$ cat src/common/sram_pkg.sv
// Sizes and address layout shared by the 128 KB main memory subsystem
// Address bits 1:0 are never decoded, so only whole words are stored
`default_nettype none

package sram_pkg;

    // Port widths
    localparam int ADDR_W = 32;
    localparam int DATA_W = 32;
    localparam int MASK_W = 4;

    // 32K words across the whole memory
    localparam int WORD_AW = 15;

    // One macro is 16K x 16
    localparam int ROW_AW = 14;
    localparam int HALF_W = 16;
    localparam int NIB_W = 4;

    // Byte address seen two ways
    // flat is the raw port address, f splits it for decode
    typedef union packed {
        logic [ADDR_W-1:0] flat;
        struct packed {
            // Must be zero, else the access is outside the 128 KB window
            logic [ADDR_W-WORD_AW-3:0] upper;
            // Picks the macro pair
            logic [WORD_AW-ROW_AW-1:0] bank;
            // Row inside each macro
            logic [ROW_AW-1:0] row;
            // Byte within the word, not used
            logic [1:0] byte_off;
        } f;
    } mem_addr_u;

endpackage

`default_nettype wire

$ cat src/hw/mem_resp_stage.sv
// Back end of the four-phase port, ack two edges after the request is taken
// rdata and err stay put until the next transaction completes
`timescale 1ns/1ps
`default_nettype none

module mem_resp_stage
    import sram_pkg::*;
(
    input  logic              clk,
    input  logic              arst_n,
    input  logic              req,
    input  logic              issue,
    input  logic              issue_err,
    input  logic [DATA_W-1:0] mem_rdata,
    output logic              ack,
    output logic [DATA_W-1:0] rdata,
    output logic              err,
    output logic              release_pulse
);

    // issue delayed to line up with the macro output register
    logic issue_d;
    logic issue_err_d;

    always_ff @(posedge clk or negedge arst_n) begin
        if (!arst_n) begin
            issue_d       <= 1'b0;
            issue_err_d   <= 1'b0;
            ack           <= 1'b0;
            err           <= 1'b0;
            rdata         <= '0;
            release_pulse <= 1'b0;
        end else begin
            issue_d       <= issue;
            issue_err_d   <= issue_err;
            release_pulse <= 1'b0;

            if (issue_d) begin
                // Memory word is valid now
                // error returns zero
                ack   <= 1'b1;
                err   <= issue_err_d;
                rdata <= issue_err_d ? '0 : mem_rdata;
            end else if (ack && !req) begin
                // Phase 4, drop ack and free the request stage
                ack           <= 1'b0;
                release_pulse <= 1'b1;
            end
        end
    end

    // Requester must still be holding req when the answer arrives
    a_ack_needs_req: assert property (
        @(posedge clk) disable iff (!arst_n)
        $rose(ack) |-> $past(req)
    ) else $error("ack rose while req low");

endmodule

`default_nettype wire

$ cat config.mk
export PLATFORM = sky130hd
export DESIGN_NAME = mem_resp_stage
export DESIGN_NICKNAME = d
export VERILOG_FILES = /design/src/common/sram_pkg.sv /design/src/hw/mem_resp_stage.sv
export SDC_FILE = /design/constraint.sdc
export NUM_CORES = 1
export LEC_CHECK = 0
export BUFFER_PORTS_ARGS = -buffer_cell sky130_fd_sc_hd__buf_2
export CORE_ASPECT_RATIO = 0.7
export CORE_MARGIN = 4
export CORE_UTILIZATION = 45
export DETAILED_ROUTE_END_ITERATION = 8
export MAX_ROUTING_LAYER = met4
export PLACE_DENSITY_LB_ADDON = 0.1
export SETUP_SLACK_MARGIN = 0.15
export SLEW_MARGIN = 20
export SYNTH_ARGS = -nofsm -noshare
export SYNTH_HDL_FRONTEND = slang
export SYNTH_SLANG_ARGS = --single-unit
export TNS_END_PERCENT = 50
$ cat constraint.sdc
create_clock -name clk -period 1.59 [get_ports clk]
set_input_delay 0.2385 -clock clk [delete_from_list [all_inputs] [get_ports clk]]
set_output_delay 0.2385 -clock clk [all_outputs]
set_load 0.02 [all_outputs]
==> run metrics <==
status=finished with violations; failing checks=hold timing; GRT met2 Usage=about 29%; Syn Nets=182; ys flop type=dfrtp_1; Syn Inst Count=145; Routed Antenna Nets=0; Starting Density=a little under half; syn avg cell area=10.6 um2; Area Overhead vs Synth=30.7%; Cell Area, Placed=a little under 2000 um2; critical path, cell by cell=and2b_1 -> a22o_1; Synth Area in Simple Gates=between 15 and 20%; first-pass GRT wire length=5870 um; largest family of logic cells by synthesized area=simple AND/OR/NAND/NOR gates; CP Max Fanout=17; PnR worst setup slack=approximately 0.41 ns; Hold Vio Cnt, Final=18; Tcrit/Tclk final=~74%; Leak=1.05 nW; footprint of the multi-input gates=~430 um2; I/O pins=a little over 70; post-CTS sizing=0; clock sinks=37; crit path buf inv count=0; die height=around 57 um; Wirelength per Cell=approximately 13 um; worst skew pair latency=0.29 ns; register area share after synthesis=about three fifths; pre-CTS setup slack=~0.42 ns; Hold Slack=-0.00590 ns; via count=approximately 1200; setup bufs post-CTS=0; worst setup path class=reg2reg; Filler cells=roughly 300; Non-Filler Instances=~270; clock tree buffer depth=2; Via density=roughly 4.6; Ant. Diodes=0; vias in the first global route=1290; FF+latch count, synth=37; Post-synth EDFFs=0; XOR/XNOR share of the synthesized area=0%; cts-stage hold buffer count=0; CP Depth=2; Critical Path Start=issue_err_d$_DFF_PN0_; CTS root buf=clkbuf_8; post-route cell area=between 2000 and 2500 um2; slowest stage delay, CP=roughly 0.59 ns; CP Capture Type=flop; worst-margin pin slew=approximately 0.46 ns; commonest cells in the netlist=37 x dfrtp_1, 31 x inv_1, 30 x nand3b_1; H-tree depth=2; drt first-iter violations=52; CP max stage cell=dfrtp_1; die area=between 4000 and 5000 um2; Final Setup Violations=0; GRT Util Overall=between 10% and 20%; Synth area leaders=dfrtp_1 60%, nand3b_1 15%, o21ai_0 9.1%; total power draw=around 0.002 W; Compound-Gate Fraction of Synth Area=10.9%; Yosys warnings=0; Site Rows=17; largest net degree at the start of global routing=38; Storage cell area=927 um2; final wirelength=~3400 um; initial antenna violation count=0; post-route DRC violation count=0; RSZ-0062 raised after global routing=no; worst r2r src=issue_err_d$_DFF_PN0_; met1 Track Usage GR=between 20 and 25%; delay-heaviest family, CP=flip-flops; critical path data arrival time=~1.4 ns; count leader, synth=dfrtp_1; mux contribution to synthesized area=0.732%; layout cell share with drive strength beyond 1=39.3%; Worst R2R End=rdata[29]$_DFFE_PN0P_; Fmax=between 0.8 and 0.9 GHz; Netlist Area Pre-Place=1540 um2; Cell variety after synth=14; Slew HR=a little under 70%; Die Wd=77.9 um; total core area=approximately 3200 um2; Reg clk slew, reported paths=around 0.070 ns; routability cong.=approximately 0.7; # nets final=255; Synth top area share=roughly 60%; max-slew violation count=0; min-delay worst type=in2async; FF-to-FF path depth=2; post-route setup TNS=0 ns; IR drop worst, VDD=0.000732 V; DRT Pass-1 Iters=4; R2R Setup Slk=just over 0.4 ns; leading area contributor after synthesis=dfrtp_1; Final min period=roughly 1.2 ns; grt peak-use layer=met2; Post-synth ARST share=between 90% and 100%; Num CTS Buffers=5; CTS tree=done; placed insts=approximately 260; met3 Usage GRT=roughly 5.1%; DPL Wire Length=between 2000 and 2500 um; crit start category=flop; Clock Skews=0.00771 ns; Req. time, crit path=1.76 ns; PwrDens=between 1000 and 1500 nW/um2; grt ovf=0; maxcap violations=0; post-synthesis adder-cell area fraction=0%; IO Port Bufs=71
-- flip-flops by register name, summed over array words and instances (netlist names) --
signal	count
release_pulse	1
ack	1
rdata	32
err	1
issue_d	1
issue_err_d	1
-- worst reg2reg max path: cells and delay by family (launching register included) --
| kind | cells | cell delay, ns |
|---|---|---|
| compound gates | 1 | 0.21 |
| simple gates | 1 | 0.27 |
| flops | 1 | 0.59 |
-- cells in the final DEF (no fill, tap or decap) --
master,n
a22o_1,2
and2b_1,1
buf_2,71
buf_4,5
clkbuf_1,1
clkbuf_8,5
clkinv_2,2
dfrtp_1,36
dfrtp_2,1
inv_1,31
mux2_2,1
nand2_1,2
nand3b_1,30
nor3b_2,1
o21ai_0,28
o21ai_1,2
-- metal layers --
metal | vias up | part of all wire (%)
li1 | 609 | -
met1 | 562 | 45
met2 | 42 | 47
met3 | 4 | 6.7
met4 | 0 | 1.2
met5 | - | 0
-- cell type report --
cell class	count	share of cell area, %
Clock buffer	6	3.61
Clock inverter	2	0.498
Inverter	31	5.79
Multi-Input combinational cell	67	21.5
Sequential cell	37	46.1
Tap cell	47	2.93
Timing Repair Buffer	76	19.6
-- power by group --
part	internal (W)	switching [W]	leakage, nW
logic	0.000133	0.000203	0.533
clock network	0.000304	0.000324	0.0450
registers	0.00101	0.0000463	0.474
total	0.00145	0.000573	1.05
-- kinds of logic after synthesis --
logic type,count (synthesis)
buffers and inverters,41
multiplexers,1
AND/OR/NAND/NOR,34
AO/OA/AOI/OAI,32
flip-flops,37
-- worst max path at each step --
stage / endpoint / slack [ns]
after floorplan: rdata[29]$_DFFE_PN0P_ / 0.65
after global placement: rdata[12]$_DFFE_PN0P_ / 0.46
after global routing: rdata[28]$_DFFE_PN0P_ / 0.27
after detailed placement: rdata[4]$_DFFE_PN0P_ / 0.42
after CTS: rdata[2]$_DFFE_PN0P_ / 0.39
final: rdata[29]$_DFFE_PN0P_ / 0.41
-- through the flow --
step                      utilization, %  hold WS, ns
after floorplan                        -      -0.0571
after global placement              60.0        0.300
after detailed placement            60.0        0.320
after CTS                           62.6       0.0102
after global routing                62.6       0.0348
final                               62.6     -0.00590
Power figures use the tool's default switching activity.
