### config.mk
export PLATFORM = sky130hd
export DESIGN_NAME = mem_req_stage
export DESIGN_NICKNAME = d
export VERILOG_FILES = /design/src/common/sram_pkg.sv /design/src/hw/mem_req_stage.sv
export SDC_FILE = /design/constraint.sdc
export NUM_CORES = 1
export LEC_CHECK = 0
export BUFFER_PORTS_ARGS = -buffer_cell sky130_fd_sc_hd__buf_2
export CAP_MARGIN = 20
export CORE_AREA = 4 4 77 79
export DETAILED_ROUTE_END_ITERATION = 16
export DIE_AREA = 0 0 81 83
export PLACE_DENSITY_LB_ADDON = 0.12
export REMOVE_ABC_BUFFERS = 1
export SLEW_MARGIN = 10
export SYNTH_ARGS = -nofsm -noshare
export SYNTH_HDL_FRONTEND = slang
export SYNTH_SLANG_ARGS = --single-unit
### constraint.sdc
create_clock -name clk -period 5.2 [get_ports clk]
set_input_delay 0.78 -clock clk [delete_from_list [all_inputs] [get_ports clk]]
set_output_delay 0.78 -clock clk [all_outputs]
set_load 0.01 [all_outputs]
### src/common/sram_pkg.sv
// Sizes and address layout shared by the 128 KB main memory subsystem
// Address bits 1:0 are never decoded, so only whole words are stored
`default_nettype none

package sram_pkg;

    // Port widths
    localparam int ADDR_W = 32;
    localparam int DATA_W = 32;
    localparam int MASK_W = 4;

    // 32K words across the whole memory
    localparam int WORD_AW = 15;

    // One macro is 16K x 16
    localparam int ROW_AW = 14;
    localparam int HALF_W = 16;
    localparam int NIB_W = 4;

    // Byte address seen two ways
    // flat is the raw port address, f splits it for decode
    typedef union packed {
        logic [ADDR_W-1:0] flat;
        struct packed {
            // Must be zero, else the access is outside the 128 KB window
            logic [ADDR_W-WORD_AW-3:0] upper;
            // Picks the macro pair
            logic [WORD_AW-ROW_AW-1:0] bank;
            // Row inside each macro
            logic [ROW_AW-1:0] row;
            // Byte within the word, not used
            logic [1:0] byte_off;
        } f;
    } mem_addr_u;

endpackage

`default_nettype wire

### src/hw/mem_req_stage.sv
// Front end of the four-phase port, one transaction at a time
// Out-of-window requests get issue with issue_err and no memory cycle
`timescale 1ns/1ps
`default_nettype none

module mem_req_stage
    import sram_pkg::*;
(
    input  logic              clk,
    input  logic              arst_n,
    input  logic              req,
    input  logic [ADDR_W-1:0] addr,
    input  logic [DATA_W-1:0] wdata,
    input  logic              wr_en,
    input  logic [MASK_W-1:0] mask,
    input  logic              release_pulse,
    output logic              mem_en,
    output logic              mem_wr_en,
    output logic [ADDR_W-1:0] mem_addr,
    output logic [DATA_W-1:0] mem_wdata,
    output logic [MASK_W-1:0] mem_mask,
    output logic              issue,
    output logic              issue_err
);

    // Two-state machine, idle when low
    logic      busy;
    mem_addr_u req_a;
    logic      in_window;
    logic      accept;

    assign req_a.flat = addr;
    // Anything above 128 KB is an error
    assign in_window = (req_a.f.upper == '0);

    // Release ends the old transaction in the same cycle
    // a req seen then is already a new one
    assign accept = req && (!busy || release_pulse);

    // Control state
    always_ff @(posedge clk or negedge arst_n) begin
        if (!arst_n) begin
            busy      <= 1'b0;
            issue     <= 1'b0;
            issue_err <= 1'b0;
            mem_en    <= 1'b0;
            mem_wr_en <= 1'b0;
        end else begin
            // All strobes are single-cycle pulses
            issue     <= accept;
            issue_err <= accept && !in_window;
            mem_en    <= accept && in_window;
            mem_wr_en <= accept && in_window && wr_en;

            if (accept) begin
                busy <= 1'b1;
            end else if (release_pulse) begin
                busy <= 1'b0;
            end
        end
    end

    // Request payload
    // requester holds these stable, but latch anyway for a clean memory cycle
    always_ff @(posedge clk) begin
        if (accept) begin
            mem_addr  <= addr;
            mem_wdata <= wdata;
            mem_mask  <= mask;
        end
    end

    // Release only ends a transaction already past its issue cycle
    // so no new issue can overlap one still in flight
    a_release_busy: assert property (
        @(posedge clk) disable iff (!arst_n)
        release_pulse |-> (busy && !issue)
    ) else $error("release while idle or in the issue cycle");

    // One memory cycle per transaction
    a_mem_en_single: assert property (
        @(posedge clk) disable iff (!arst_n)
        mem_en |=> !mem_en
    ) else $error("mem_en held two cycles");

endmodule

`default_nettype wire

==> summary.md, run 1 <==
| Metric | Value |
|---|---|
| CP max-delay cell | `buf_4` |
| Setup-failing EPs final | `0` |
| Most frequent cell after synthesis | `edfxtp_1` |
| Sequential fraction of the synthesis area | `between 90 and 100%` |
| Critical path peak fanout | `38` |
| Final hold violations | `0` |
| Reg-to-reg critical path endpoint | `mem_wdata[3]$_DFFE_PP_` |
| Routed WL per cell | `roughly 15 µm` |
| CTS Buf Count | `9` |
| Post-synth ARST share | `6.85%` |
| CP bufs+invs | `3` |
| Detailed-route DRC error count | `0` |
| Setup crit start kind | `primary input` |
| Initial DRC Count | `59` |
| Share of layout cells above drive strength 1 | `65.9%` |
| Vias in the first global route | `about 1,300` |
| Critical setup path kind | `in2reg` |
| Initial antenna violation count | `0` |
| Delay-heaviest family, CP | `buffers and inverters` |
| # placed instances | `303` |
| Min Tclk post-route | `2.20 ns` |
| Clock buffer depth | `2` |
| Sinks on Clock Net | `73` |
| Outcome | `finished, final reports clean` |
| Largest net degree at the start of global routing | `39` |
| Global route overflow | `0` |
| Reg-to-reg startpoint | `busy$_DFFE_PN0P_` |
| Setup Buffers After CTS | `0` |
| Unrepaired setup endpoints after global routing | `no` |
| I/O pin cnt | `145` |
| GP Congestion | `0.665` |
| Detailed Routing Iterations Pass 1 | `4` |
| Post-DR vias/cell | `4.35` |
| VDD IR max | `0.000172 V` |
| CTS tree | `built` |
| Clk root buf | `clkbuf_8` |
| Top cells by area, synth | `edfxtp_1 (90%), dfrtp_1 (5.5%), nor4_2 (1.7%)` |
| Max-Cap Viols | `0` |
| Post-cts resize count | `0` |
| Post-CTS Hold Fix Bufs | `0` |
| Chip Width | `81 µm` |
| Max-slew violations | `0` |
| Synth Flop Type | `edfxtp_1` |
| DIE AREA | `6720 µm²` |
| H-tree depth | `3` |
| Peak Freq | `455 MHz` |
| Layout Skew | `0.00387 ns` |
| Fin Setup TNS | `0 ns` |
| FP Rows | `27` |
| Top cells by count, synth | `edfxtp_1 (68), dfrtp_1 (5), nor4_2 (3)` |
| Ant. Diodes | `0` |
| Pleak | `around 1.4 nW` |
| Synth warn | `0` |
| Clock Latency Late Sink | `0.32 ns` |
| Pwr/cell area | `between 300 and 400 nW/µm²` |
| Via count of the routed design | `1,384` |
| Post-Syn Instances | `86` |
| FF-to-FF path depth | `4` |
| Chip height | `83 µm` |
| First-pass GRT wire length | `6.81 mm` |
| Antenna-violating nets left | `0` |
| Overall Global Routing Usage | `14.3%` |
| Mapped Area | `2260 µm²` |
| Worst path arrival time | `2.17 ns` |
| Post-synth EDFFs | `68` |
| # fillers | `434` |
| CP required | `5.17 ns` |
| Yosys top cell area share | `between 90% and 100%` |
| Final HPWL DP | `~3.6 mm` |
| Cells along the critical path | `buf_2 > nand2b_1 > nand2_1 > inv_2 > buf_4` |
| Distinct cells, synth | `11` |
| Worst-path clk slew | `0.07 ns` |
| Hold crit path type | `in2async` |
| Mean post-synth cell area | `26.3 µm²` |
| Slew @ Worst Pin | `0.636 ns` |
| Post-synthesis register bit count | `73` |
| Core Box Area | `5340 µm²` |
| Layout Nets | `315` |
| Area Growth Syn to Fin | `42.8%` |
| Post-Route WL | `~4.6 mm` |
| Initial Utilization | `42.4%` |
| IO Port Bufs | `between 100 and 150` |
| Worst setup EP type | `flip-flop` |
| Slew margin rel. | `between 50% and 60%` |
| Finished Layout Cells | `318` |
| Worst R2R Setup Slack | `between 3 and 4 ns` |
| Area leader, netlist | `edfxtp_1` |
| CP max stage delay | `0.53 ns` |
| Final period utilization | `42.3%` |
worst max-delay path by stage:
stage / cells past startpoint / to / from
finish: 5 / mem_wdata[3]$_DFFE_PP_ / release_pulse
global route: 5 / mem_wdata[3]$_DFFE_PP_ / release_pulse
global placement: 5 / mem_mask[3]$_DFFE_PP_ / release_pulse
CTS: 5 / mem_addr[26]$_DFFE_PP_ / release_pulse
detailed placement: 5 / mem_wdata[17]$_DFFE_PP_ / release_pulse
floorplan: 3 / mem_addr[0]$_DFFE_PP_ / release_pulse
cells in the final DEF (no fill, tap or decap):
cell,instances
buf_4,1
inv_2,1
clkbuf_8,9
edfxtp_1,68
nand2_1,1
nor2b_4,1
nand3_1,1
nor2_1,2
nor4_2,3
clkinv_2,3
clkinv_1,3
nand4_1,1
buf_2,144
nand2b_1,2
dfrtp_1,5
nor3_1,1
routing by layer:
layer | share of wire, % | GRT usage [%] | routed length (µm) | vias to the layer above
met2 | 47 | 21.9 | 2170 | 81
met4 | 2.7 | 8.29 | 125 | 0
met3 | 11 | 5.10 | 513 | 11
met1 | 39 | 17.1 | 1810 | 639
met5 | 0 | 0 | 0 | -
li1 | - | - | - | 653
cell type report:
cell class                      count  area, µm²  share of cell area, %
Timing Repair Buffer              145        728                   22.5
Clock buffer                        9        124                   3.83
Clock inverter                      6       26.3                  0.813
Inverter                            1       3.75                  0.116
Sequential cell                    73       2170                   67.1
Multi-Input combinational cell     12       91.3                   2.83
Tap cell                           72       90.1                   2.79
metrics by stage:
stage	worst slack, ns	power [mW]	hold slack, ns	cell area [µm²]	utilization (%)
final	3.00	1.12	0.257	3230	60.5
after global routing	2.86	1.18	0.234	3230	60.5
after CTS	3.00	1.14	0.239	3230	60.5
after detailed placement	2.64	0.793	0.508	3080	57.7
after global placement	2.67	0.791	0.498	3080	57.7
after floorplan	2.40	0.732	0.473	2260	-
power by group:
part,switching [mW],total [mW],internal [mW]
Sequential,0.00633,0.687,0.680
Clock,0.179,0.342,0.163
Combinational,0.0518,0.0918,0.0400
flip-flops by register name, indices dropped and copies added, names as in the netlist:
name	flops
mem_addr	32
issue_err	1
mem_en	1
mem_mask	4
mem_wdata	32
issue	1
mem_wr_en	1
busy	1
cell families (layout without fill, tap and decap cells):
logic type    count (synthesis)  in the layout  share of synthesized area (%)
flops                        73             73                           95.8
buf+inv                       1            161                          0.166
simple gates                 12             12                           4.04
No activity file was read; power rests on OpenSTA's default activity.
==> run 2: changes to the inputs <==
--- a/config.mk
+++ b/config.mk
@@ -5,11 +5,12 @@
 export SDC_FILE = /design/constraint.sdc
 export NUM_CORES = 1
 export LEC_CHECK = 0
+export ABC_AREA = 1
 export BUFFER_PORTS_ARGS = -buffer_cell sky130_fd_sc_hd__buf_2
 export CAP_MARGIN = 20
-export CORE_AREA = 4 4 77 79
+export CORE_AREA = 4 4 84 86
 export DETAILED_ROUTE_END_ITERATION = 16
-export DIE_AREA = 0 0 81 83
+export DIE_AREA = 0 0 88 90
 export PLACE_DENSITY_LB_ADDON = 0.12
 export REMOVE_ABC_BUFFERS = 1
 export SLEW_MARGIN = 10
==> constraint.sdc (replaced) <==
create_clock -name clk -period 2 [get_ports clk]
set_input_delay 0.3 -clock clk [delete_from_list [all_inputs] [get_ports clk]]
set_output_delay 0.3 -clock clk [all_outputs]
set_load 0.01 [all_outputs]
==> run 2 against run 1 <==
Synthesized cell count up 13%. Critical path depth down 1. Setup slack lost 2.3 ns. Power increased to 2.8 times the previous value. Synthesized area is 0.66% higher.
==> summary.md, run 2 <==
| Metric | Value |
|---|---|
| Worst R2R Setup Slack | `0.65 ns` |
| Sinks on Clock Net | `between 70 and 80` |
| I/O pin cnt | `145` |
| CTS tree | `built` |
| Largest net degree at the start of global routing | `37` |
| Global route overflow | `0` |
| Pwr/cell area | `950 nW/µm²` |
| Clock buffer depth | `2` |
| Hold_ws | `roughly 0.14 ns` |
| Routed WL per cell | `14.3 µm` |
| Min Tclk post-route | `1.35 ns` |
| Initial DRC Count | `60` |
| Most frequent cells in the layout | `buf_2 (144), edfxtp_1 (68), clkbuf_8 (9)` |
| Reg-to-reg startpoint | `busy$_DFFE_PN0P_` |
| Core Box Area | `~6300 µm²` |
| First-pass GRT wire length | `6.96 mm` |
| Critical Path Source | `busy$_DFFE_PN0P_` |
| Detailed Routing Iterations Pass 1 | `4` |
| H-tree depth | `3` |
| Post-CTS Hold Fix Bufs | `1` |
| Critical path peak fanout | `36` |
| Final period utilization | `67.4%` |
| Mean post-synth cell area | `around 23 µm²` |
| Vias in the first global route | `1,463` |
| FF-to-FF path depth | `4` |
| Ant. Diodes | `0` |
| Slew margin rel. | `70.8%` |
| Post-Route WL | `between 4 and 5 mm` |
| Post-Syn Instances | `97` |
| Hold depth | `1` |
| Setup Buffers After CTS | `0` |
| Detailed-route DRC error count | `0` |
| Hold crit path type | `in2reg` |
| FP Rows | `29` |
| Reg-to-reg critical path endpoint | `mem_addr[0]$_DFFE_PP_` |
| Slew @ Worst Pin | `0.437 ns` |
| Via count of the routed design | `~1,400` |
| Max-slew violations | `0` |
| Most common cell after layout, fill and taps aside | `buf_2` |
| Area Growth Syn to Fin | `45.5%` |
| Biggest registers after layout | `mem_addr x32, mem_wdata x32, mem_mask x4` |
| Clock Latency Late Sink | `0.33 ns` |
| Post-cts resize count | `0` |
| Peak Freq | `742 MHz` |
| Top cells by area, synth | `edfxtp_1 (90%), dfrtp_1 (5.5%), nand2_1 (1.2%)` |
| Area leader, netlist | `edfxtp_1` |
| Mapped Area | `2280 µm²` |
| Chip Width | `88 µm` |
| IO Port Bufs | `144` |
| Unrepaired setup endpoints after global routing | `no` |
| Pleak | `1.45 nW` |
| Placed cell area | `roughly 3100 µm²` |
| Share of layout cells above drive strength 1 | `64.2%` |
| Worst-path clk slew | `0.07 ns` |
| Layout Nets | `328` |
| # placed instances | `320` |
| Worst setup EP type | `flip-flop` |
| Outcome | `finished, final reports clean` |
| Antenna-violating nets left | `0` |
| Critical setup path kind | `reg2reg` |
| Final hold violations | `0` |
| Clk root buf | `clkbuf_8` |
| Post-synth EDFFs | `68` |
| Synth warn | `0` |
| Initial Utilization | `a little over a third` |
| Final HPWL DP | `3.64 mm` |
| VDD IR max | `0.000399 V` |
| HP Start | `wdata[24]` |
| Final Cell Area | `3310 µm²` |
| Chip height | `90 µm` |
| Most frequent cell after synthesis | `edfxtp_1` |
| Worst path arrival time | `1.33 ns` |
| Post-DR vias/cell | `between 4 and 5` |
| DIE AREA | `7920 µm²` |
| Max-Cap Viols | `0` |
| Layout Skew | `between 0.002 and 0.003 ns` |
| Setup-failing EPs final | `0` |
| Initial antenna violation count | `0` |
| Post-synthesis register bit count | `73` |
| Post-synth ARST share | `6.85%` |
| Yosys top cell area share | `89.7%` |
| Worst hold endpoint | `mem_wdata[24]$_DFFE_PP_` |
| Finished Layout Cells | `337` |
| Sequential fraction of the synthesis area | `95.2%` |
| Overall Global Routing Usage | `12.0%` |
| Setup crit start kind | `flip-flop` |
| GP Congestion | `0.718` |
| Distinct cells, synth | `9` |
| Synth Flop Type | `edfxtp_1` |
| CTS Buf Count | `9` |
| CP required | `1.98 ns` |
| Top cells by count, synth | `edfxtp_1 (68), nand2_1 (7), nor2_1 (7)` |
==> run 2: cell count changes after synthesis, sizes merged <==
cell	delta
nor2	+8
nand2	+6
inv	+4
nor4	-3
nand2b	-2
a21oi	+1
nand4	-1
nor2b	-1
nor3	-1
==> run 2: cells by family after synthesis <==
group	after synthesis	share of synthesized area, %
AND/OR/NAND/NOR	18	3.79
AO/OA/AOI/OAI	1	0.220
buffers and inverters	5	0.824
flip-flops	73	95.2
==> run 2: area by class of cell <==
class	instances	area, µm²
Timing Repair Buffer	147	746
Clock buffer	9	124
Tap cell	77	96.3
Sequential cell	73	2170
Clock inverter	7	71.3
Inverter	5	18.8
Multi-Input combinational cell	19	91.3
Fill cell	557	2960
==> run 2: routing by layer <==
metal	GRT usage [%]	part of all wire, %	routed length [µm]
met1	13.4	36	1740
met2	18.7	47	2280
met3	5.30	15	701
met4	6.91	1.9	93
met5	0	0	0
==> run 2: how the worst max path moves through the flow <==
stage / cells after the start / endpoint
6_report: 4 / mem_addr[0]$_DFFE_PP_
5_1_grt: 4 / mem_wdata[31]$_DFFE_PP_
4_1_cts: 4 / mem_addr[0]$_DFFE_PP_
3_5_place_dp: 6 / mem_wdata[13]$_DFFE_PP_
3_3_place_gp: 6 / mem_addr[3]$_DFFE_PP_
2_1_floorplan: 3 / mem_addr[0]$_DFFE_PP_
==> run 2: worst max-delay path, stage by stage (launching register included) <==
cell and delay [ns]:
dfrtp_1 0.37, nand2_1 0.08, nand2_1 0.09, inv_2 0.07
buf_4 0.38
==> run 2: stage by stage <==
| step | total power [mW] | TNS [ns] | setup WS (ns) | utilization (%) |
|---|---|---|---|---|
| 2_1_floorplan | 1.93 | -19.81 | -0.283 | - |
| 3_3_place_gp | 2.10 | 0 | 0.630 | 49.5 |
| 3_5_place_dp | 2.10 | 0 | 0.599 | 49.5 |
| 4_1_cts | 3.21 | 0 | 0.632 | 52.8 |
| 5_1_grt | 3.30 | 0 | 0.560 | 52.8 |
| 6_report | 3.15 | 0 | 0.652 | 52.8 |
==> run 2: report_power, final <==
group / switching, mW / internal (mW) / total [mW]
combinational: 0.147 / 0.113 / 0.259
sequential: 0.0197 / 1.78 / 1.80
clock: 0.518 / 0.572 / 1.09
